### src/logic/rvPkg.sv
package rvPkg;

    localparam int xlen      = 32;
    localparam int regAddrW  = 5;
    localparam int dmemWords = 256;
    localparam int dmemAddrW = $clog2(dmemWords);   // word index bits
    localparam int imemWords = 256;                 // instruction space served outside the core

    // major opcodes, instr[6:0]
    localparam logic [6:0] opLui    = 7'b0110111;
    localparam logic [6:0] opAuipc  = 7'b0010111;
    localparam logic [6:0] opJal    = 7'b1101111;
    localparam logic [6:0] opJalr   = 7'b1100111;
    localparam logic [6:0] opBranch = 7'b1100011;
    localparam logic [6:0] opLoad   = 7'b0000011;
    localparam logic [6:0] opStore  = 7'b0100011;
    localparam logic [6:0] opImm    = 7'b0010011;
    localparam logic [6:0] opReg    = 7'b0110011;
    localparam logic [6:0] opSystem = 7'b1110011;

    typedef enum logic [3:0] {
        aluAdd,
        aluSub,
        aluSll,
        aluSlt,
        aluSltu,
        aluXor,
        aluSrl,
        aluSra,
        aluOr,
        aluAnd
    } aluOpE;

    typedef enum logic [2:0] {immI, immS, immB, immU, immJ} immKindE;

    typedef enum logic {aRs1, aPc} aSrcE;

    typedef enum logic [1:0] {bRs2, bImm, bFour} bSrcE;

    // next pc choice
    typedef enum logic [1:0] {
        pcPlus4,    // sequential
        pcBranch,   // pc + imm, taken branch or jal
        pcJalr      // alu result, bit 0 cleared
    } pcSrcE;

    // lt/ge cover the unsigned forms too, the alu op tells them apart
    typedef enum logic [2:0] {brNone, brJal, brJalr, brEq, brNe, brLt, brGe} branchKindE;

    typedef struct packed {
        immKindE    immKind;
        logic       regWrite;
        logic       memRead;
        logic       memWrite;
        aSrcE       aSrc;
        bSrcE       bSrc;
        aluOpE      aluOp;
        branchKindE branchKind;
        logic       isEcall;
    } ctrlT;

endpackage

### src/logic/immGen.sv
module immGen import rvPkg::*; (
    input  logic [xlen-1:0] instr,
    input  immKindE         immKind,
    output logic [xlen-1:0] imm
);

    logic sign;

    assign sign = instr[31];    // every format keeps its sign here

    always_comb begin
        case (immKind)
            immI: imm = {{(xlen-12){sign}}, instr[31:20]};
            immS: imm = {{(xlen-12){sign}}, instr[31:25], instr[11:7]};
            immB: begin
                // bit 0 implied, bit 11 parked at instr[7]
                imm = {{(xlen-12){sign}}, instr[7], instr[30:25], instr[11:8], 1'b0};
            end
            immU: imm = {instr[31:12], 12'b0};
            immJ: begin
                imm = {{(xlen-20){sign}}, instr[19:12], instr[20], instr[30:21], 1'b0};
            end
            default: imm = '0;
        endcase
    end

endmodule

### config.mk
export PLATFORM = sky130hd
export DESIGN_NAME = immGen
export DESIGN_NICKNAME = d
export VERILOG_FILES = /design/src/logic/rvPkg.sv /design/src/logic/immGen.sv
export SDC_FILE = /design/constraint.sdc
export NUM_CORES = 1
export LEC_CHECK = 0
export BUFFER_PORTS_ARGS = -buffer_cell sky130_fd_sc_hd__buf_2
export CAP_MARGIN = 10
export CELL_PAD_IN_SITES_DETAIL_PLACEMENT = 1
export CELL_PAD_IN_SITES_GLOBAL_PLACEMENT = 2
export CORE_MARGIN = 3
export CORE_UTILIZATION = 15
export DETAILED_ROUTE_END_ITERATION = 10
export MAX_ROUTING_LAYER = met4
export PLACE_DENSITY_LB_ADDON = 0.25
export SLEW_MARGIN = 30
export SYNTH_ARGS = -nofsm -noshare
export SYNTH_HDL_FRONTEND = slang
export SYNTH_SLANG_ARGS = --single-unit
### constraint.sdc
create_clock -name vclk -period 2.77
set_clock_uncertainty 0.05 [all_clocks]
set_input_delay 0.554 -clock vclk [all_inputs]
set_output_delay 0.554 -clock vclk [all_outputs]
set_load 0.05 [all_outputs]
==> reports/metrics.cfg <==
[status]
outcome = completed

[floorplan]
num_io_pins = 67
dieArea_um2 = 4360
rows = 21
die_x_um = 66.0
initial_core_util_pct = 15.8
core_area_um2 = 3420
die_h_um = 66.0

[layout]
diodes = 0
multi_input_area_um2 = 453
area_delta_synth_final_pct = 56.3
seq_area_um2 = 0
final_common_cell = buf_2
final_util_pct = 24.7
nFlopsAndLatches = 0
nNetsFinal = 182
nClkBuffers = 0
layout-drive-gt1-share_pct = 46.9
mostFrequentLayoutCells = 60 x buf_2, 22 x nand2_1, 17 x a21oi_1
fillers = 469

[pwr]
power.density_nw_per_um2 = 318
p_sw_share_pct = 73.6
total_power_mw = 0.269
power_frac_seq_pct = 0
peakVddDrop_uv = 80.2
combPwrFrac_pct = 100.0
net-switching-power_mw = 0.198
clockPowerShare_pct = 0
p_int_mw = 0.0710
leakage_nw = 0.485

[worst_hold_path]
min_path_cells = 4
hold_class = primary input to output port
holdPathEnd = imm[28]
hold_path.startpoint = instr[28]

[drt]
wl_um = 2420
postRouteAntennaNets = 0
wl_per_cell_um = 12.7
first_pass_iters = 2
vias = 844
route.detailed.drc = 0
vias_per_cell = 4.42
drtIter0Drc = 14

[grt]
grt_pass1_wl_um = 3950
grt-busiest-layer = met2
grtUsageTotal_pct = 11.3
grt_overflow = 0
grt_start_max_net_pins = 20
grt_pass1_vias = 879
grt_use_met1_pct = 13.4
antenna_found_initial = 0
grt_use_met3_pct = 0.170
grtUsageMet2_pct = 22.3

[sta]
whs_ns = 1.45
layout_setup_ws_ns = 0.267
max_freq_mhz = 400
setup_viol = 0
worst_slew_pin_slew_ns = 0.611
hold_viol_final = 0
timing.final.crit_share_pct = 90.4
relSlewSlack_pct = 59.2
fin_crit_ns = 2.50
rsz0062_at_grt = no
drv_slew = 0
finalSetupTns_ns = 0

[synth]
syn_area_per_cell_um2 = 5.75
synth-seq-area-share_pct = 0
syn_nets = 129
synthesis.area_um2 = 541
netlist_instances = 94
synth.yosys.warnings = 0
synth_cell_types = 20

[placement]
hpwl_um = 1960
place_congestion = 0.617
port_buffers = 60
post-place-ws_ns = 0.254

[clocking]
postCtsSetupBuffers = 0
post_cts_resized = 0
hold_buffers = 0

[setup_path]
setup.worst_path.class = primary input to output port
startpoint_type = primary input
crit_required_ns = 2.17
crit_path_end_kind = output port
critical_path_arrival_ns = 1.90
cp_max_fo = 19

[run]
drv_cap = 0

==> critical path: stages <==
cell and delay, ns:
buf_2 0.28, and2_0 0.44, a21oi_1 0.13, o22ai_1 0.20
buf_2 0.29
==> cell usage after synthesis (all sizes together) <==
cell | instances | share of area (%)
mux2 | 4 | 8.3
inv | 5 | 3.5
o22ai | 12 | 14
nand2b | 6 | 8.3
nor3 | 1 | 0.93
nand2 | 22 | 15
maj3 | 1 | 2.1
a21oi | 17 | 16
o21ai | 1 | 0.93
and3b | 1 | 1.6
clkbuf | 4 | 2.8
buf | 7 | 10
and2b | 2 | 2.8
and2 | 2 | 2.3
nor2b | 7 | 8.1
mux2i | 1 | 1.9
o32ai | 1 | 1.6
==> worst max path at each step <==
| stage | from | endpoint | slack, ns | depth (start not counted) |
|---|---|---|---|---|
| after floorplan | immKind[0] | imm[11] | 0.03 | 3 |
| after global placement | immKind[1] | imm[14] | 0.29 | 5 |
| after detailed placement | immKind[1] | imm[14] | 0.25 | 5 |
| after CTS | immKind[1] | imm[14] | 0.25 | 5 |
| after global routing | immKind[1] | imm[15] | 0.16 | 5 |
| final | immKind[1] | imm[14] | 0.27 | 5 |
==> cell families (layout without fill, tap and decap cells) <==
| kind of cell | after synthesis | after routing | synth area share, % |
|---|---|---|---|
| simple gates | 41 | 41 | 39.4 |
| compound gates | 31 | 31 | 32.2 |
| mux | 5 | 5 | 10.2 |
| fa+ha+maj | 1 | 1 | 2.08 |
| buf+inv | 16 | 67 | 16.2 |
==> metal layers <==
metal | wire length (µm) | up-vias | share of wire [%]
li1 | - | 422 | -
met1 | 985 | 405 | 41
met2 | 1350 | 17 | 56
met3 | 85 | 0 | 3.5
met4 | 0 | 0 | 0
met5 | 0 | - | 0
==> power groups by stage <==
stage / Clock (mW) / Combinational (mW) / Sequential [mW]
4_1_cts: 0 / 0.272 / 0
6_report: 0 / 0.269 / 0
3_5_place_dp: 0 / 0.271 / 0
5_1_grt: 0 / 0.288 / 0
2_1_floorplan: 0 / 0.204 / 0
3_3_place_gp: 0 / 0.269 / 0
==> layout make-up <==
type | count | share of cell area (%)
multi-input combinational | 78 | 53.6
timing repair buffer | 62 | 37.3
tap | 46 | 6.81
inverter | 5 | 2.22
==> through the flow <==
stage | cell area, µm² | cells
final | 845 | 191
after global placement | 845 | 191
after global routing | 845 | 191
after CTS | 845 | 191
after detailed placement | 845 | 191
after floorplan | 541 | 94
No activity file was read; power rests on OpenSTA's default activity.
