`config.mk`:
```
export PLATFORM = sky130hd
export DESIGN_NAME = regFile
export DESIGN_NICKNAME = d
export VERILOG_FILES = /design/src/logic/rvPkg.sv /design/src/logic/regFile.sv
export SDC_FILE = /design/constraint.sdc
export NUM_CORES = 2
export LEC_CHECK = 0
export BUFFER_PORTS_ARGS = -buffer_cell sky130_fd_sc_hd__buf_2
export CORE_MARGIN = 4
export CORE_UTILIZATION = 37
export CTS_CLUSTER_SIZE = 28
export DETAILED_ROUTE_END_ITERATION = 7
export PLACE_DENSITY = 0.54
export SYNTH_ARGS = -nofsm -noshare
export SYNTH_HDL_FRONTEND = slang
export SYNTH_SLANG_ARGS = --single-unit
```
`constraint.sdc`:
```
create_clock -name clk -period 2.14 [get_ports clk]
set_input_delay 0.428 -clock clk [delete_from_list [all_inputs] [get_ports clk]]
set_output_delay 0.428 -clock clk [all_outputs]
set_load 0.005 [all_outputs]
```
`src/logic/rvPkg.sv`:
```
package rvPkg;

    localparam int xlen      = 32;
    localparam int regAddrW  = 5;
    localparam int dmemWords = 256;
    localparam int dmemAddrW = $clog2(dmemWords);   // word index bits
    localparam int imemWords = 256;                 // instruction space served outside the core

    // major opcodes, instr[6:0]
    localparam logic [6:0] opLui    = 7'b0110111;
    localparam logic [6:0] opAuipc  = 7'b0010111;
    localparam logic [6:0] opJal    = 7'b1101111;
    localparam logic [6:0] opJalr   = 7'b1100111;
    localparam logic [6:0] opBranch = 7'b1100011;
    localparam logic [6:0] opLoad   = 7'b0000011;
    localparam logic [6:0] opStore  = 7'b0100011;
    localparam logic [6:0] opImm    = 7'b0010011;
    localparam logic [6:0] opReg    = 7'b0110011;
    localparam logic [6:0] opSystem = 7'b1110011;

    typedef enum logic [3:0] {
        aluAdd,
        aluSub,
        aluSll,
        aluSlt,
        aluSltu,
        aluXor,
        aluSrl,
        aluSra,
        aluOr,
        aluAnd
    } aluOpE;

    typedef enum logic [2:0] {immI, immS, immB, immU, immJ} immKindE;

    typedef enum logic {aRs1, aPc} aSrcE;

    typedef enum logic [1:0] {bRs2, bImm, bFour} bSrcE;

    // next pc choice
    typedef enum logic [1:0] {
        pcPlus4,    // sequential
        pcBranch,   // pc + imm, taken branch or jal
        pcJalr      // alu result, bit 0 cleared
    } pcSrcE;

    // lt/ge cover the unsigned forms too, the alu op tells them apart
    typedef enum logic [2:0] {brNone, brJal, brJalr, brEq, brNe, brLt, brGe} branchKindE;

    typedef struct packed {
        immKindE    immKind;
        logic       regWrite;
        logic       memRead;
        logic       memWrite;
        aSrcE       aSrc;
        bSrcE       bSrc;
        aluOpE      aluOp;
        branchKindE branchKind;
        logic       isEcall;
    } ctrlT;

endpackage

```
`src/logic/regFile.sv`:
```
module regFile import rvPkg::*; (
    input  logic                clk,
    input  logic                arstN,
    input  logic [regAddrW-1:0] rs1,
    input  logic [regAddrW-1:0] rs2,
    input  logic [regAddrW-1:0] rd,
    input  logic                wrEn,
    input  logic [xlen-1:0]     wrData,
    output logic [xlen-1:0]     rdData1,
    output logic [xlen-1:0]     rdData2
);

    logic [xlen-1:0] regs [2**regAddrW];

    always_ff @(posedge clk or negedge arstN) begin
        if (!arstN) begin
            for (int i = 0; i < 2**regAddrW; i++) begin
                regs[i] <= '0;
            end
        end else if (wrEn && rd != '0) begin   // x0 never written
            regs[rd] <= wrData;
        end
    end

    assign rdData1 = regs[rs1];
    assign rdData2 = regs[rs2];

    // x0 stays zero across every write
    assert property (@(posedge clk) disable iff (!arstN) (rs1 == '0) |-> (rdData1 == '0))
        else $error("regFile: x0 read back %h", rdData1);

endmodule

```
==> results.toml <==
[synth]
synth_seq_cells = 1024
avgSynthCellArea_sq_um = 12.16
syn_area_sq_um = 55940
ys_seq_area_share_pct = 45.81
synth_cell_types = 28
syn_nets = 4651
synthCells = 4601
yosys_warnings = 0

[critical_path]
arrival_ns = 2.23
path_cells = "mux2i_1 -> a22o_1 -> nor3_2 -> a31oi_1 -> buf_4 -> nand3_2 -> buf_6 -> buf_6"
r2r_start = "regs[795]"
worst_path_max_delay_cell = "dfrtp_1"
crit_buf_inv = 3
max_stage_delay_ns = 0.40
setup.worst_path.class = "reg -> out"
cp-startpoint = "regs[779]"
crit_top_cell = "buf_6"
endpoint_kind = "primary output"
path_max_fanout = 3
critPathRequiredTime_ns = 1.71
start_kind = "flip-flop"
path_delay_family = "buffers and inverters"

[finish]
largest_reg_flops = 1024
layoutNonFillerInstCount = 7033
reg_top3 = "regs x1024"
areaGrowthSynthToFinish_pct = 23.25
drive_above_1_share_pct = 39.89
layout.nets = 4977
regMostFlops = "regs"
fin_area_sq_um = 68950

[clock_tree]
cts_tree = "done"
clk_latency_ns = 0.73
h-tree-depth = 3
clockBufferDepth = 3
cts_num_sinks = 1024
clkTransAtPathRegs_ns = 0.06
clockRootBuffer = "clkbuf_16"
cts_buffers = 114

[sta]
worst_slack_ns = -0.5188
finClkSkew_ns = 0
min_period_over_period_pct = 124.2
min_period_ns = 2.659
hold_viol = 0
worst_pin_slew_ns = 0.8534
relSlewSlack_pct = 42.99
rsz0062_at_grt = "yes"
final_max_slew_viol_count = 0
fmax_mhz = 376.1
setup_viol = 64

[worst_hold_path]
hold_class = "in -> async"

[global_route]
grt_use_total_pct = 24.59
antenna_found_initial = 15
grt_pass1_wl_mm = 289.2
grt_overflow = 0
grt_max_degree = 80
grt_pass1_vias = 41380

[placed_design]
finalWeightedCongestion = 0.8392
dpl.hpwl_mm = 127.2
place_area_sq_um = 62910
dp.cells = 6782
portBuffers = 113

[flow_run]
drv_cap = 0

[drt]
ant_nets = 0
wl_mm = 197.8
drt_iter0_markers = 2954
vias = 40460
viasPerCell = 5.752
drt_first_pass_iters = 5
drc = 0
routedWlPerCell_um = 28.13

[run_status]
violations = "setup timing"
status = "finished, violations left"

[power]
powerDensity_nw_per_um2 = 859.5
ir_drop_mv = 0.7203
total_leakage_power_nw = 32.47

[floorplanning]
core_sq_um = 150100
die_h_um = 396.8
start_util_pct = 37.26
rows = 142
die_area_sq_um = 157500
fp.dieW_um = 396.8
boundaryPins = 114
through the flow:
| step | utilization (%) | setup WS, ns | power, mW | hold WS, ns | TNS [ns] |
|---|---|---|---|---|---|
| 2_1_floorplan | - | 0.07545 | 33.34 | 0.1324 | 0 |
| 3_3_place_gp | 41.90 | -0.5910 | 37.53 | 0.3419 | -31.57 |
| 3_5_place_dp | 41.90 | -0.5480 | 37.87 | 0.3408 | -33.09 |
| 4_1_cts | 45.63 | -0.5759 | 59.43 | 0.1407 | -26.80 |
| 5_1_grt | 45.92 | -0.6119 | 61.97 | 0.1573 | -29.41 |
| 6_report | 45.92 | -0.5188 | 59.26 | 0.1840 | -23.73 |
cells in the mapped netlist:
| master | number | area (sq um) |
|---|---|---|
| clkbuf_1 | 224 | 840.8 |
| and3_1 | 1 | 6.260 |
| nand3b_1 | 4 | 30.03 |
| buf_6 | 48 | 540.5 |
| or2_2 | 3 | 18.77 |
| and3b_1 | 1 | 8.760 |
| a21oi_1 | 192 | 960.9 |
| nand2_1 | 210 | 788.3 |
| nor3b_2 | 3 | 37.54 |
| and2_1 | 2 | 12.51 |
| buf_4 | 64 | 480.5 |
| nor3_1 | 65 | 325.3 |
| a31oi_1 | 64 | 400.4 |
| a22oi_1 | 192 | 1441 |
| mux2_1 | 39 | 439.2 |
| buf_2 | 111 | 555.5 |
| or3b_4 | 1 | 11.26 |
| dfrtp_1 | 1024 | 25620 |
| buf_1 | 26 | 97.59 |
| mux2i_1 | 1024 | 10250 |
| nor2_4 | 16 | 180.2 |
| nand2b_1 | 4 | 25.02 |
| nand3_1 | 194 | 970.9 |
| nor2_1 | 3 | 11.26 |
| mux2_2 | 953 | 10730 |
| nor3b_1 | 1 | 7.510 |
| a22o_1 | 128 | 1121 |
| nor2b_1 | 4 | 25.02 |
routing by layer:
metal / GRT usage [%] / vias up / wire length, um
li1: - / 17620 / -
met1: 35.15 / 21250 / 91360
met2: 38.89 / 1252 / 90110
met3: 3.774 / 343 / 10620
met4: 6.521 / 0 / 5735
met5: 0 / - / 0
report_power, final:
group	internal [mW]	leakage (nW)	total, mW	switching [mW]
Sequential	23.1	13.1	25.9	2.87
Combinational	6.74	17.4	12.5	5.75
Clock	12.4	1.93	20.8	8.46
final cells by class:
cell class / count / area (sq um)
Sequential cell: 1024 / 25620
Clock buffer: 160 / 3299
Tap cell: 2016 / 2522
Antenna cell: 3 / 7.507
Timing Repair Buffer: 683 / 7929
Multi-Input combinational cell: 3104 / 28940
Clock inverter: 43 / 620.6
Fill cell: 13720 / 81180
path summary, 6_finish.rpt:
kind	depth (start not counted)	slack, ns	end
worst max-delay path	8	-0.52	rdData1[11]
worst min-delay path	2	0.18	regs[729]
worst max register to register	2	1.23	regs[795]
worst min register to register	0	0.40	regs[995]
max in group asynchronous	4	1.00	regs[134]
min in group clk	2	0.31	regs[701]
timing repair:
item / 4_1_cts / 5_1_grt
hold buffers: 1 / 0
gates cloned: 7 / 2
gates resized for setup: 211 / 70
pin swaps: 103 / 113
buffers inserted: 44 / 7
setup endpoints to repair: 64 / 64
hold endpoints to repair: 345 / 0
cell families (layout without fill, tap and decap cells):
| logic type | count (synthesis) | count (layout) | share of synthesized area (%) |
|---|---|---|---|
| buf+inv | 473 | 886 | 4.496 |
| mux | 2016 | 2016 | 38.29 |
| compound gates | 576 | 576 | 7.014 |
| simple gates | 512 | 512 | 4.395 |
| other cells | 0 | 3 | 0 |
| flops | 1024 | 1024 | 45.81 |
worst reg2reg max path: cells and delay by family, from the launching register on:
kind	cells	cell delay, ns
flip-flops	1	0.41
multiplexers	1	0.25
buffers and inverters	1	0.14
cell usage in the layout, fill, tap and decap left out, types with 4 or more instances in the layout:
| cell type | instances |
|---|---|
| a21oi_1 | 192 |
| a22o_1 | 127 |
| a22oi_1 | 192 |
| a31oi_1 | 31 |
| a31oi_2 | 19 |
| a31oi_4 | 14 |
| buf_12 | 185 |
| buf_16 | 15 |
| buf_2 | 70 |
| buf_4 | 337 |
| buf_6 | 69 |
| bufinv_16 | 14 |
| clkbuf_1 | 22 |
| clkbuf_16 | 119 |
| clkbuf_8 | 21 |
| clkinv_2 | 20 |
| clkinvlp_4 | 4 |
| dfrtp_1 | 1024 |
| mux2_1 | 39 |
| mux2_2 | 953 |
| mux2i_1 | 1023 |
| nand2_1 | 193 |
| nand2_2 | 13 |
| nand2_4 | 4 |
| nand2b_2 | 4 |
| nand3_1 | 149 |
| nand3_2 | 32 |
| nand3_4 | 13 |
| nand3b_1 | 4 |
| nor2_4 | 18 |
| nor2b_4 | 4 |
| nor3_1 | 13 |
| nor3_2 | 37 |
| nor3_4 | 15 |
No activity file was read; power rests on OpenSTA's default activity.
