[src/logic/rvPkg.sv]
package rvPkg;

    localparam int xlen      = 32;
    localparam int regAddrW  = 5;
    localparam int dmemWords = 256;
    localparam int dmemAddrW = $clog2(dmemWords);   // word index bits
    localparam int imemWords = 256;                 // instruction space served outside the core

    // major opcodes, instr[6:0]
    localparam logic [6:0] opLui    = 7'b0110111;
    localparam logic [6:0] opAuipc  = 7'b0010111;
    localparam logic [6:0] opJal    = 7'b1101111;
    localparam logic [6:0] opJalr   = 7'b1100111;
    localparam logic [6:0] opBranch = 7'b1100011;
    localparam logic [6:0] opLoad   = 7'b0000011;
    localparam logic [6:0] opStore  = 7'b0100011;
    localparam logic [6:0] opImm    = 7'b0010011;
    localparam logic [6:0] opReg    = 7'b0110011;
    localparam logic [6:0] opSystem = 7'b1110011;

    typedef enum logic [3:0] {
        aluAdd,
        aluSub,
        aluSll,
        aluSlt,
        aluSltu,
        aluXor,
        aluSrl,
        aluSra,
        aluOr,
        aluAnd
    } aluOpE;

    typedef enum logic [2:0] {immI, immS, immB, immU, immJ} immKindE;

    typedef enum logic {aRs1, aPc} aSrcE;

    typedef enum logic [1:0] {bRs2, bImm, bFour} bSrcE;

    // next pc choice
    typedef enum logic [1:0] {
        pcPlus4,    // sequential
        pcBranch,   // pc + imm, taken branch or jal
        pcJalr      // alu result, bit 0 cleared
    } pcSrcE;

    // lt/ge cover the unsigned forms too, the alu op tells them apart
    typedef enum logic [2:0] {brNone, brJal, brJalr, brEq, brNe, brLt, brGe} branchKindE;

    typedef struct packed {
        immKindE    immKind;
        logic       regWrite;
        logic       memRead;
        logic       memWrite;
        aSrcE       aSrc;
        bSrcE       bSrc;
        aluOpE      aluOp;
        branchKindE branchKind;
        logic       isEcall;
    } ctrlT;

endpackage

[src/logic/controlUnit.sv]
module controlUnit import rvPkg::*; (
    input  logic [xlen-1:0] instr,
    input  logic            isZero,
    input  logic            less,
    output ctrlT            ctrl,
    output pcSrcE           pcSrc
);

    logic [6:0] opcode;
    logic [2:0] funct3;
    logic       funct7b5;
    aluOpE      fnOp;       // alu op from funct3, shared by reg and imm forms

    assign opcode   = instr[6:0];
    assign funct3   = instr[14:12];
    assign funct7b5 = instr[30];

    // sub only exists in reg form, addi has imm bits at [30]
    always_comb begin
        case (funct3)
            3'b000:  fnOp = (opcode == opReg && funct7b5) ? aluSub : aluAdd;
            3'b001:  fnOp = aluSll;
            3'b010:  fnOp = aluSlt;
            3'b011:  fnOp = aluSltu;
            3'b100:  fnOp = aluXor;
            3'b101:  fnOp = funct7b5 ? aluSra : aluSrl;   // srai keeps funct7 too
            3'b110:  fnOp = aluOr;
            default: fnOp = aluAnd;
        endcase
    end

    always_comb begin
        ctrl            = '0;
        ctrl.immKind    = immI;
        ctrl.aSrc       = aRs1;
        ctrl.bSrc       = bRs2;
        ctrl.aluOp      = aluAdd;
        ctrl.branchKind = brNone;
        case (opcode)
            opLui: begin
                ctrl.immKind  = immU;
                ctrl.regWrite = 1'b1;
                ctrl.bSrc     = bImm;       // x0 + imm
            end
            opAuipc: begin
                ctrl.immKind  = immU;
                ctrl.regWrite = 1'b1;
                ctrl.aSrc     = aPc;
                ctrl.bSrc     = bImm;
            end
            opJal: begin
                ctrl.immKind    = immJ;
                ctrl.regWrite   = 1'b1;
                ctrl.aSrc       = aPc;
                ctrl.bSrc       = bFour;    // link value pc + 4
                ctrl.branchKind = brJal;
            end
            opJalr: begin
                ctrl.immKind    = immI;
                ctrl.regWrite   = 1'b1;
                ctrl.bSrc       = bImm;     // alu forms the target
                ctrl.branchKind = brJalr;
            end
            opBranch: begin
                ctrl.immKind = immB;
                case (funct3)
                    3'b000:         ctrl.branchKind = brEq;
                    3'b001:         ctrl.branchKind = brNe;
                    3'b100, 3'b110: ctrl.branchKind = brLt;
                    3'b101, 3'b111: ctrl.branchKind = brGe;
                    default:        ctrl.branchKind = brNone;
                endcase
                if (!funct3[2]) begin
                    ctrl.aluOp = aluSub;    // eq/ne test isZero
                end else if (funct3[1]) begin
                    ctrl.aluOp = aluSltu;   // bltu/bgeu
                end else begin
                    ctrl.aluOp = aluSlt;
                end
            end
            opLoad: begin
                ctrl.regWrite = 1'b1;
                ctrl.memRead  = 1'b1;
                ctrl.bSrc     = bImm;
            end
            opStore: begin
                ctrl.immKind  = immS;
                ctrl.memWrite = 1'b1;
                ctrl.bSrc     = bImm;
            end
            opImm: begin
                ctrl.regWrite = 1'b1;
                ctrl.bSrc     = bImm;
                ctrl.aluOp    = fnOp;
            end
            opReg: begin
                ctrl.regWrite = 1'b1;
                ctrl.aluOp    = fnOp;
            end
            opSystem: ctrl.isEcall = (instr[31:7] == '0);   // other system ops act as nop
            default: ;
        endcase
    end

    // branch resolution from the alu flags
    always_comb begin
        case (ctrl.branchKind)
            brJal:   pcSrc = pcBranch;
            brJalr:  pcSrc = pcJalr;
            brEq:    pcSrc = isZero ? pcBranch : pcPlus4;
            brNe:    pcSrc = isZero ? pcPlus4 : pcBranch;
            brLt:    pcSrc = less ? pcBranch : pcPlus4;
            brGe:    pcSrc = less ? pcPlus4 : pcBranch;
            default: pcSrc = pcPlus4;
        endcase
    end

endmodule

[config.mk]
export PLATFORM = sky130hd
export DESIGN_NAME = controlUnit
export DESIGN_NICKNAME = d
export VERILOG_FILES = /design/src/logic/rvPkg.sv /design/src/logic/controlUnit.sv
export SDC_FILE = /design/constraint.sdc
export NUM_CORES = 1
export LEC_CHECK = 0
export ABC_AREA = 1
export BUFFER_PORTS_ARGS = -buffer_cell sky130_fd_sc_hd__buf_2
export CAP_MARGIN = 15
export CORE_AREA = 3 3 40 42
export DETAILED_ROUTE_END_ITERATION = 10
export DIE_AREA = 0 0 43 45
export PLACE_DENSITY_LB_ADDON = 0.2
export SYNTH_ARGS = -nofsm -noshare
export SYNTH_HDL_FRONTEND = slang
export SYNTH_SLANG_ARGS = --single-unit
[constraint.sdc]
create_clock -name vclk -period 2.1
set_clock_uncertainty 0.15 [all_clocks]
set_input_delay 0.525 -clock vclk [all_inputs]
set_output_delay 0.525 -clock vclk [all_outputs]
set_load 0.03 [all_outputs]
==> results_dict.tcl <==
set metrics [dict create \
    start_util_pct 34.7 \
    dr_total_vias 868 \
    rows 13 \
    grt_remaining_overflow 0 \
    via_per_inst 4.80 \
    grt_max_degree 6 \
    setup_slack_ns -0.0361 \
    synthCells 99 \
    pwr-share-comb_pct 100.0 \
    postCtsHoldBufs 0 \
    first_pass_iters 4 \
    synthTopCellsByArea "nand2_1 (24%), inv_1 (15%), nor2_1 (13%)" \
    grt_pass1_wl_um 2820 \
    drt_wl_total_um 1980 \
    worst_hold_path_type "in2out" \
    grt_usage_pct 17.7 \
    tns_ns -0.0515 \
    critPathSlowestCell "buf_4" \
    p_int_uw 65.8 \
    p_sw_share_pct 51.5 \
    syn_nets 133 \
    hold_slack_ns 1.26 \
    violations "negative setup slack" \
    outcome "finished, violations left" \
    setup_viol 2 \
    rsz0062_at_grt "yes" \
    critical_path_required_ns 1.42 \
    crit_top_cell "buf_4" \
    maxCapViolations 0 \
    antenna_left 0 \
    worst_slew_pin_slew_ns 0.197 \
    drive_gt1_share_pct 66.3 \
    seq_power_share_pct 0 \
    layout_commonest_cell "buf_2" \
    critical_path_class "in2out" \
    synth_seq_area_share_pct 0 \
    slew-limit-headroom_pct 86.8 \
    diodes 0 \
    io_buffers 53 \
    die-area_mm2 0.00194 \
    ys_warn_count 0 \
    critPathMaxStageDelay_ns 0.19 \
    layout_common_cells "buf_2 (36), buf_4 (21), nand2_1 (17)" \
    seq_area_um2 0 \
    drt_iter0_drc 7 \
    antenna_found_initial 0 \
    dieWidth_um 43 \
    gp_congestion 0.820 \
    p_leak_nw 0.651 \
    crit_path_end_kind "output pin" \
    switchingPower_uw 70.0 \
    synthesis.area_um2 445 \
    synth_cell_types 15 \
    fin_crit_ns 2.14 \
    cp-start-kind "input pin" \
    crit_chain "buf_4, inv_2, buf_4, nor2_4, nand2_1, o21ai_1, buf_4" \
    nClkBuffers 0 \
    die-height_um 45 \
    core_mm2 0.00128 \
    synth_area_leader_cell "nand2_1" \
    hold_violations 0 \
    n_fill_cell 85 \
    netlist.area_leader.share_pct 23.6 \
    io_pins 53 \
    period_share_pct 102 \
    final_cells 181 \
    maxSlewViolCount 0 \
    peakVddDrop_v 0.0000866 \
    p_clk_share_pct 0 \
    wl_per_cell_um 11.0 \
    power_density_mw_per_mm2 129 \
    post-route-drc-count 0 \
    multi_input_area_um2 502 \
    final_util_pct 82.2 \
    synth_area_per_cell_um2 4.50 \
    post-place-ws_ns -0.149 \
    post-dp-hpwl_um 1440 \
    cp.arrival_ns 1.46 \
    worst-path-max-fanout 5 \
    dp.cells 181 \
    final_nets 202 \
    fmax_mhz 468 \
    areaGrowthSynthToFinish_pct 137 \
    grt_pass1_vias 747 \
    seq_cell_count 0 \
    postCtsSetupRepairBufs 0 \
]
-- Yosys cell counts --
| master | number |
|---|---|
| inv_2 | 1 |
| nand4_1 | 4 |
| or2_2 | 1 |
| inv_1 | 18 |
| nor4_1 | 2 |
| buf_4 | 1 |
| nor3_1 | 4 |
| nor2_2 | 1 |
| nor2_4 | 1 |
| nor2_1 | 15 |
| nand2_1 | 28 |
| o21ai_0 | 8 |
| nand2_2 | 4 |
| nand3_1 | 10 |
| o21ai_2 | 1 |
-- stage by stage --
| step | total power, mW | instance area [µm²] |
|---|---|---|
| after floorplan | 0.0480 | 497 |
| after global placement | 0.105 | 878 |
| after global routing | 0.149 | 1060 |
| after CTS | 0.122 | 987 |
| after detailed placement | 0.107 | 878 |
| final | 0.136 | 1060 |
-- worst max-delay path, delay by kind of cell --
family                 cells  cell delay [ns]
AOI/OAI and AO/OA          1             0.18
buffers and inverters      4             0.50
and+or+nand+nor            2             0.26
-- power groups by stage --
stage / Combinational [mW] / Clock, mW / Sequential, mW
after detailed placement: 0.107 / 0 / 0
after global routing: 0.149 / 0 / 0
final: 0.136 / 0 / 0
after floorplan: 0.0480 / 0 / 0
after CTS: 0.122 / 0 / 0
after global placement: 0.105 / 0 / 0
-- final timing paths --
path	startpoint	endpoint	slack, ns	cells past startpoint
setup / recovery	instr[4]	ctrl[10]	-0.04	7
hold / removal	instr[31]	ctrl[0]	1.26	5
-- routing by layer --
metal,vias to the layer above,global-route usage [%],share of wire (%)
li1,450,-,-
met1,380,21.0,37
met2,38,37.1,55
met3,0,0.398,7.2
met4,0,0,0
met5,-,0,0
-- cell type report --
cell class	instances	share of cell area, %
repair buffers	68	43.7
well taps	15	1.78
multi-input cells	79	47.5
inverters	19	6.99
-- timing repair --
item	4_1_cts	5_1_grt
setup endpoints to repair	10	12
pin swaps	12	17
gates resized for setup	36	31
-- logic make-up after synthesis --
logic type             count (synthesis)  share of synthesized area (%)
AND/OR/NAND/NOR                       70                           71.3
buffers and inverters                 20                           17.7
AO/OA/AOI/OAI                          9                           11.0
(Power assumes the default switching activity.)
