### src/logic/rvPkg.sv
package rvPkg;

    localparam int xlen      = 32;
    localparam int regAddrW  = 5;
    localparam int dmemWords = 256;
    localparam int dmemAddrW = $clog2(dmemWords);   // word index bits
    localparam int imemWords = 256;                 // instruction space served outside the core

    // major opcodes, instr[6:0]
    localparam logic [6:0] opLui    = 7'b0110111;
    localparam logic [6:0] opAuipc  = 7'b0010111;
    localparam logic [6:0] opJal    = 7'b1101111;
    localparam logic [6:0] opJalr   = 7'b1100111;
    localparam logic [6:0] opBranch = 7'b1100011;
    localparam logic [6:0] opLoad   = 7'b0000011;
    localparam logic [6:0] opStore  = 7'b0100011;
    localparam logic [6:0] opImm    = 7'b0010011;
    localparam logic [6:0] opReg    = 7'b0110011;
    localparam logic [6:0] opSystem = 7'b1110011;

    typedef enum logic [3:0] {
        aluAdd,
        aluSub,
        aluSll,
        aluSlt,
        aluSltu,
        aluXor,
        aluSrl,
        aluSra,
        aluOr,
        aluAnd
    } aluOpE;

    typedef enum logic [2:0] {immI, immS, immB, immU, immJ} immKindE;

    typedef enum logic {aRs1, aPc} aSrcE;

    typedef enum logic [1:0] {bRs2, bImm, bFour} bSrcE;

    // next pc choice
    typedef enum logic [1:0] {
        pcPlus4,    // sequential
        pcBranch,   // pc + imm, taken branch or jal
        pcJalr      // alu result, bit 0 cleared
    } pcSrcE;

    // lt/ge cover the unsigned forms too, the alu op tells them apart
    typedef enum logic [2:0] {brNone, brJal, brJalr, brEq, brNe, brLt, brGe} branchKindE;

    typedef struct packed {
        immKindE    immKind;
        logic       regWrite;
        logic       memRead;
        logic       memWrite;
        aSrcE       aSrc;
        bSrcE       bSrc;
        aluOpE      aluOp;
        branchKindE branchKind;
        logic       isEcall;
    } ctrlT;

endpackage

### src/logic/alu.sv
module alu import rvPkg::*; (
    input  logic [xlen-1:0] a,
    input  logic [xlen-1:0] b,
    input  aluOpE           aluOp,
    output logic [xlen-1:0] result,
    output logic            isZero,
    output logic            less
);

    logic [4:0] shamt;

    assign shamt = b[4:0];

    always_comb begin
        case (aluOp)
            aluAdd:  result = a + b;
            aluSub:  result = a - b;
            aluSll:  result = a << shamt;
            aluSlt:  result = {{(xlen-1){1'b0}}, $signed(a) < $signed(b)};
            aluSltu: result = {{(xlen-1){1'b0}}, a < b};
            aluXor:  result = a ^ b;
            aluSrl:  result = a >> shamt;
            aluSra:  result = $unsigned($signed(a) >>> shamt);
            aluOr:   result = a | b;
            aluAnd:  result = a & b;
            default: result = '0;
        endcase
    end

    // flags for branch resolution
    assign isZero = (result == '0);
    assign less   = result[0];      // only valid after slt/sltu

endmodule

### config.mk
export PLATFORM = sky130hd
export DESIGN_NAME = alu
export DESIGN_NICKNAME = d
export VERILOG_FILES = /design/src/logic/rvPkg.sv /design/src/logic/alu.sv
export SDC_FILE = /design/constraint.sdc
export NUM_CORES = 1
export LEC_CHECK = 0
export ABC_AREA = 1
export BUFFER_PORTS_ARGS = -buffer_cell sky130_fd_sc_hd__buf_2
export CELL_PAD_IN_SITES_DETAIL_PLACEMENT = 0
export CELL_PAD_IN_SITES_GLOBAL_PLACEMENT = 2
export CORE_MARGIN = 1.5
export CORE_UTILIZATION = 33
export DETAILED_ROUTE_END_ITERATION = 8
export GPL_TIMING_DRIVEN = 0
export PLACE_DENSITY_LB_ADDON = 0.12
export SLEW_MARGIN = 20
export SYNTH_ARGS = -nofsm -noshare
export SYNTH_HDL_FRONTEND = slang
export SYNTH_SLANG_ARGS = --single-unit
### constraint.sdc
create_clock -name vclk -period 4.75
set_input_delay 0.475 -clock vclk [all_inputs]
set_output_delay 0.475 -clock vclk [all_outputs]
set_load 0.02 [all_outputs]
==> flow_summary.ini, run 1 <==
[floorplan]
die_x_um = 180
rows = 64
boundaryPins = 102
start_util = 0.338
die_area_mm2 = 0.0326
core_mm2 = 0.0307
dieHeight_um = 180

[grt]
grt_overflow_total = 0
grt_usage = 0.382
grt_pass1_vias = 13928
grt_pass1_wl_um = 91400
grt_start_max_net_pins = 21
grt_antenna_before_repair = 0

[yosys]
yosys_warnings = 0
ys_seq_area_frac = 0
syn_area_per_cell_um2 = 4.79
yosysUniqueCellTypes = 48
syn_nets = 2339
synth_area_mm2 = 0.0104
syn_inst = 2170

[drt]
avgViaCountPerCell = 5.56
ant_nets = 0
dr.pass1.iters = 8
vias = 14805
drtIter0Drc = 1421
remaining_drc_errors = 3
wire_per_inst_um = 24.1
wl_um = 64100

[sta]
rsz0062_at_grt = false
post-route-period-util = 0.972
max_slew_margin = 0.376
hold_viol_final = 0
setup_slack_ns = 0.132
min_period_ns = 4.62
setup_viol = 0
tightest_slew_ns = 0.932
fin_hold_ws_ns = 1.66
max_clock_freq_ghz = 0.217
slew_viol_final = 0
setup_tns_ns = 0

[finish]
final_cell_mix = nand2_1, nand3_1, inv_1
multi_input_area_mm2 = 0.00866
seq_cells = 0
nClkBuffers = 0
regArea_um2 = 0
nFillCells = 3789
drive_gt1_frac = 0.0952
syn_to_final_growth_pct = 9.72
final_nets = 2440
layout_commonest_cell = nand2_1
n_antenna_cell = 0

[critical_path]
start_kind = input pin
crit_buf_inv = 7
cpPeakStageDelay_ns = 0.36
cp_common_cell = nand2_1
critPathArrivalTime_ns = 4.14
critical_path.cell_chain = buf_2 > buf_2 > inv_1 > buf_4 > ha_1 > buf_2 > nor2_1 > nand2_1 > inv_1 > nand2_1 > nand2_1 > nand2_1 > nand2_2 > nand2_1 > nand2_1 > nand2_1 > nand3_1 > nand3_1 > nor2_1 > nand2_1 > nor2_1 > nand2_1 > nor2_1 > buf_2
criticalPathCategory = input pin to primary output
critical_path.slowest_cell = buf_4
end_kind = primary output
crit_fanout = 20
cp.required_ns = 4.28
crit_family = simple AND/OR/NAND/NOR gates

[power]
p_leak_nw = 6.74
peakVddDrop_v = 0.0000710
power_density_mw_per_mm2 = 123

[placement]
dp_hpwl_um = 55200
gp_congestion = 1.02
preCtsSetupSlack_ns = -0.181
portBuffers = 102

[worst_hold_path]
min_path_type = input pin to primary output
whs_path_depth = 5
min_from = aluOp[3]
min_to = less

[clock_tree]
cts.hold.buffers_added = 0

[outcome]
violations = design-rule violations
status = finished with violations

[flow_run]
cap_violations = 0
[cell usage after synthesis, drive strengths merged, types with 3 or more instances]
master / number / area [um^2]
nand3: 373 / 1900
xor2: 3 / 26.3
a21oi: 91 / 455
nor3: 24 / 125
nand4: 25 / 156
o21ai: 63 / 319
nor2: 205 / 805
inv: 325 / 1220
and2: 16 / 100
o211ai: 13 / 103
a221oi: 4 / 41.3
buf: 74 / 449
clkbuf: 15 / 61.3
o22ai: 20 / 125
nand3b: 5 / 37.5
nand2: 787 / 2990
ha: 99 / 1240
o21bai: 9 / 67.6
[layer usage]
metal | global-route usage | vias to the layer above | part of all wire | wire length, um
met2 | 0.664 | 723 | 0.47 | 30000
met5 | 0 | - | 0 | 0
met4 | 0.197 | 0 | 0.060 | 3820
met3 | 0.0234 | 152 | 0.067 | 4290
met1 | 0.474 | 6839 | 0.41 | 26000
li1 | - | 7091 | - | -
[per-stage QoR]
| stage | instances | area, um^2 | total power, mW | util |
|---|---|---|---|---|
| 2_1_floorplan | 2170 | 10400 | 0.849 | - |
| 3_3_place_gp | 2668 | 11400 | 1.36 | 0.371 |
| 3_5_place_dp | 2668 | 11400 | 1.36 | 0.371 |
| 4_1_cts | 2667 | 11400 | 1.37 | 0.371 |
| 5_1_grt | 2665 | 11400 | 1.51 | 0.371 |
| 6_report | 2665 | 11400 | 1.40 | 0.371 |
[layout make-up]
class / instances / area share
Multi-Input combinational cell: 1755 / 0.760
Inverter: 326 / 0.108
Timing Repair Buffer: 102 / 0.0448
Buffer: 86 / 0.0443
Tap cell: 396 / 0.0435
[worst min-delay path, cell delays in order]
cell and delay [ns]:
buf_2 0.11, nor3_1 0.05, nand3_1 0.07, nand2_1 0.22
buf_2 0.25
[timing repair]
action | CTS | global route
hold endpoints to repair | 0 | 0
buffers inserted | 0 | 0
resized for setup | 3 | 4
setup endpoints to repair | 1 | 1
pin swaps | 0 | 0
[logic make-up (layout without fill, tap and decap cells)]
logic type,count (synthesis),in the layout,synth area share
adder cells (fa/ha/maj),101,101,0.123
AND/OR/NAND/NOR,1438,1438,0.590
multiplexers,1,1,0.000964
XOR/XNOR,3,3,0.00253
buffers and inverters,415,514,0.167
AO/OA/AOI/OAI,212,212,0.116
[how the worst max path moves through the flow]
stage / start / endpoint / slack [ns] / depth (start not counted)
global route: b[2] / isZero / 0.0003 / 24
CTS: b[4] / isZero / 0.07 / 24
finish: b[3] / isZero / 0.13 / 24
floorplan: b[4] / isZero / 1.12 / 20
global placement: b[4] / isZero / -0.20 / 24
detailed placement: b[4] / isZero / -0.18 / 24
[report_power, final]
group / switching, mW / internal (mW) / leakage, nW
Combinational: 1.03 / 0.377 / 6.74
Sequential: 0 / 0 / 0
Clock: 0 / 0 / 0
Power figures use the tool's default switching activity.
==> inputs of run 2 (changes only) <==
--- a/config.mk
+++ b/config.mk
@@ -9,7 +9,7 @@
 export BUFFER_PORTS_ARGS = -buffer_cell sky130_fd_sc_hd__buf_2
 export CELL_PAD_IN_SITES_DETAIL_PLACEMENT = 0
 export CELL_PAD_IN_SITES_GLOBAL_PLACEMENT = 2
-export CORE_MARGIN = 1.5
+export CORE_MARGIN = 4
 export CORE_UTILIZATION = 33
 export DETAILED_ROUTE_END_ITERATION = 8
 export GPL_TIMING_DRIVEN = 0
==> flow_summary.ini, run 2 (synthesized netlist as in run 1, its figures left out) <==
[sta]
setup_slack_ns = 0.230
max_slew_margin = 0.404
setup_tns_ns = 0
post-route-period-util = 0.952
rsz0062_at_grt = false
hold_viol_final = 0
min_period_ns = 4.52
slew_viol_final = 0
fin_hold_ws_ns = 1.63
tightest_slew_ns = 0.890
setup_viol = 0
max_clock_freq_ghz = 0.221

[finish]
regArea_um2 = 0
drive_gt1_frac = 0.0969
n_antenna_cell = 0
nClkBuffers = 0
final_cell_mix = nand2_1, nand3_1, inv_1
final_nets = 2441
seq_cells = 0
syn_to_final_growth_pct = 9.88
final_area_mm2 = 0.0114
layout_commonest_cell = nand2_1
utilization = 0.370

[drt]
avgViaCountPerCell = 5.60
wl_um = 65100
ant_nets = 0
remaining_drc_errors = 0
drtIter0Drc = 1517
vias = 14920
dr.pass1.iters = 7
wire_per_inst_um = 24.4

[grt]
grt_antenna_before_repair = 0
grt_pass1_wl_um = 93000
grt_overflow_total = 0
grt_start_max_net_pins = 21
grt_usage = 0.366
grt_pass1_vias = 14171

[critical_path]
critPathArrivalTime_ns = 4.04
end_kind = primary output
criticalPathCategory = input pin to primary output
start_kind = input pin
cp.required_ns = 4.28
crit_fanout = 20

[floorplan]
die_x_um = 185
dieHeight_um = 185
rows = 64
die_area_mm2 = 0.0344
core_mm2 = 0.0308
boundaryPins = 102
start_util = 0.337

[flow_run]
cap_violations = 0

[power]
p_leak_nw = 6.75
peakVddDrop_v = 0.0000623
power_density_mw_per_mm2 = 123

[outcome]
status = finished clean

[clock_tree]
cts.hold.buffers_added = 0

[placement]
portBuffers = 102
gp_congestion = 1.06
placed_cell_area_mm2 = 0.0114
preCtsSetupSlack_ns = -0.301
dp_hpwl_um = 56000

[worst_hold_path]
min_path_type = input pin to primary output
[run 2: cell types whose count changed in the layout (fill, tap and decap cells not counted)]
cell and delta:
buf_2 +1, buf_4 -1, buf_6 +1, nor2_1 -3, nor2_2 +3
[run 2: where the power goes]
group	switching, mW	internal [mW]
Combinational	1.03	0.379
Sequential	0	0
Clock	0	0
Total	1.03	0.379
[run 2: final timing paths]
path                      to     start  cells past startpoint
worst max-delay path  isZero      b[3]                     24
worst min-delay path    less  aluOp[3]                      5
[run 2: area by class of cell]
| class | instances | area, um^2 |
|---|---|---|
| Fill cell | 3825 | 19400 |
| Multi-Input combinational cell | 1755 | 8670 |
| Inverter | 326 | 1230 |
| Buffer | 87 | 514 |
| Timing Repair Buffer | 102 | 510 |
| Tap cell | 396 | 495 |
[run 2: worst max-delay path, stage by stage]
cell and delay, ns:
buf_2 0.11, buf_2 0.18, inv_1 0.20, buf_6 0.27, ha_1 0.27, buf_2 0.18, inv_1 0.12, nand2_1 0.08
nand3_1 0.20, nand3_1 0.13, nand2_1 0.22, nand2_1 0.11, nand2_1 0.15, nand2_1 0.17, nand2_1 0.14, nor2_1 0.05
nor2_1 0.08, nand2_1 0.22, nor2_1 0.16, nand2_1 0.07, nor2_1 0.10, nand2_1 0.06, nor2_1 0.09, buf_2 0.17
[run 2: per-layer routing]
layer / vias to the layer above / GRT usage / routed length (um)
li1: 7113 / - / -
met1: 6931 / 0.462 / 26100
met2: 713 / 0.638 / 30600
met3: 163 / 0.0194 / 4420
met4: 0 / 0.172 / 3960
met5: - / 0 / 0
[run 2: stage by stage]
| step | cells | total power, mW |
|---|---|---|
| after floorplan | 2170 | 0.849 |
| after global placement | 2668 | 1.36 |
| after detailed placement | 2668 | 1.36 |
| after CTS | 2667 | 1.37 |
| after global routing | 2666 | 1.52 |
| final | 2666 | 1.40 |
[run 2: repair_timing]
action / CTS / global route
buffers inserted: 0 / 0
endpoints found under the setup margin: 1 / 1
gates resized for setup: 5 / 6
==> inputs of run 3 (changes only) <==
--- a/config.mk
+++ b/config.mk
@@ -5,12 +5,11 @@
 export SDC_FILE = /design/constraint.sdc
 export NUM_CORES = 1
 export LEC_CHECK = 0
-export ABC_AREA = 1
 export BUFFER_PORTS_ARGS = -buffer_cell sky130_fd_sc_hd__buf_2
 export CELL_PAD_IN_SITES_DETAIL_PLACEMENT = 0
 export CELL_PAD_IN_SITES_GLOBAL_PLACEMENT = 2
 export CORE_MARGIN = 4
-export CORE_UTILIZATION = 33
+export CORE_UTILIZATION = 37
 export DETAILED_ROUTE_END_ITERATION = 8
 export GPL_TIMING_DRIVEN = 0
 export PLACE_DENSITY_LB_ADDON = 0.12
==> flow_summary.ini, run 3 <==
[drt]
ant_nets = 0
wl_um = 54100
avgViaCountPerCell = 6.95
remaining_drc_errors = 0
dr.pass1.iters = 5
wire_per_inst_um = 30.3
vias = 12397
drtIter0Drc = 1969

[critical_path]
critical_path.slowest_cell = or4_4
critical_path.cell_chain = buf_2 > inv_1 > ha_1 > clkbuf_2 > nand3_1 > nor2_2 > o31ai_4 > a31oi_2 > o221a_2 > o21ai_0 > or4_4 > nor4_4 > and4b_1 > nand4_1 > nor3_4 > buf_6
criticalPathCategory = input pin to primary output
cp.required_ns = 4.28
crit_buf_inv = 4
critPathArrivalTime_ns = 4.44
cpPeakStageDelay_ns = 0.48
crit_family = simple AND/OR/NAND/NOR gates
start_kind = input pin
crit_fanout = 10
end_kind = primary output

[grt]
use_met2 = 0.601
busiest_layer = met2
grt_start_max_net_pins = 13
grt_antenna_before_repair = 0
grtUsageMet3 = 0.0764
grt_overflow_total = 0
grt_pass1_wl_um = 78100
grt_pass1_vias = 11729
use_met1 = 0.511
grt_usage = 0.381

[finish]
nClkBuffers = 0
seq_cells = 0
final_cells = 1785
final_area_mm2 = 0.0113
syn_to_final_growth_pct = 22.9
layout_commonest_cell = nand2_1
final_nets = 1632
drive_gt1_frac = 0.251
n_antenna_cell = 0
final_cell_mix = nand2_1, nor2_1, a21oi_1
regArea_um2 = 0

[clock_tree]
cts.hold.buffers_added = 0

[sta]
fin_hold_ws_ns = 1.74
rsz0062_at_grt = true
setup_viol = 1
slew_viol_final = 0
setup_slack_ns = -0.167
max_slew_margin = 0.283
min_period_ns = 4.92
tightest_slew_ns = 1.08
post-route-period-util = 1.04
hold_viol_final = 0
max_clock_freq_ghz = 0.203

[yosys]
synthTopCellsByArea = ha_1, mux4_2, a21oi_1, mux2i_1, nand2_1
syn_nets = 1497
syn_inst = 1328
synth_common_cells = nand2_1, nor2_1, a21oi_1
synth_area_mm2 = 0.00916
yosysMostFrequentCell = nand2_1
yosys_warnings = 0
syn_area_per_cell_um2 = 6.90
yosysTopAreaCellShare = 0.135
yosysUniqueCellTypes = 87
ys_seq_area_frac = 0
yosys.area.top_type = ha_1

[power]
comb_power_share = 1.000
net-switching-power_uw = 995
p_leak_nw = 4.69
peakVddDrop_v = 0.0000598
p_int_uw = 548
pwr-share-seq = 0
power_switching_share = 0.645
p_clk_frac = 0
power_density_mw_per_mm2 = 137

[worst_hold_path]
min_to = result[11]
whs_path_depth = 5
min_path_type = input pin to primary output
min_from = b[11]

[placement]
portBuffers = 101
gp_congestion = 1.01
placed_cell_area_mm2 = 0.0101
dpl.cell_count = 1753
dp_hpwl_um = 43100

[flow_run]
cap_violations = 0

[floorplan]
die_x_um = 165
rows = 57
die_area_mm2 = 0.0273
boundaryPins = 102
dieHeight_um = 165
core_mm2 = 0.0243
start_util = 0.377

[outcome]
status = finished with violations
violations = negative setup slack
run 3: per-stage QoR:
| step | setup slack (ns) | setup TNS (ns) | total power [mW] | util |
|---|---|---|---|---|
| final | -0.167 | -0.167 | 1.54 | 0.463 |
| after global routing | -0.174 | -0.258 | 1.61 | 0.463 |
| after CTS | -0.0263 | -0.0263 | 1.47 | 0.458 |
| after detailed placement | -1.88 | -15.33 | 1.31 | 0.415 |
| after global placement | -1.93 | -21.97 | 1.32 | 0.415 |
| after floorplan | 0.0242 | 0 | 0.833 | - |
run 3: cell type report:
type               count  area, um^2
well taps            324         405
fillers             2581       13100
repair buffers       138         867
multi-input cells   1124        8950
inverters            101         400
plain buffers         98         631
run 3: power groups by stage:
stage                     combinational [mW]  sequential [mW]  clock [mW]
after floorplan                        0.833                0           0
after detailed placement                1.31                0           0
after global routing                    1.61                0           0
after CTS                               1.47                0           0
final                                   1.54                0           0
after global placement                  1.32                0           0
run 3: worst max path at each step:
| stage | depth (start not counted) | startpoint | slack (ns) | end |
|---|---|---|---|---|
| floorplan | 16 | b[2] | 0.02 | isZero |
| global placement | 18 | b[2] | -1.93 | isZero |
| detailed placement | 18 | b[2] | -1.88 | isZero |
| CTS | 18 | b[2] | -0.03 | isZero |
| global route | 18 | b[2] | -0.17 | isZero |
| finish | 16 | a[9] | -0.17 | isZero |
run 3: tightest hold or removal path, delay by kind of cell:
family	cells	cell delay (ns)
adder cells (fa/ha/maj)	1	0.25
buffers and inverters	2	0.28
AO/OA/AOI/OAI	2	0.26
run 3: cells by family after synthesis:
group / count (synthesis) / share of synthesized area
AO/OA/AOI/OAI: 470 / 0.351
AND/OR/NAND/NOR: 422 / 0.223
buffers and inverters: 204 / 0.0900
multiplexers: 120 / 0.186
adder cells (fa/ha/maj): 101 / 0.140
XOR/XNOR: 11 / 0.0105
run 3: metal layers:
metal / vias up / part of all wire
met3: 170 / 0.11
li1: 5342 / -
met1: 5940 / 0.40
met4: 0 / 0.050
met2: 945 / 0.43
met5: - / 0
run 3: timing repair:
action / in CTS / in global routing
pin swaps: 26 / 5
gates resized for setup: 193 / 34
hold endpoints to repair: 0 / 0
cloned: 1 / 0
buffers inserted: 35 / 1
setup endpoints to repair: 23 / 3
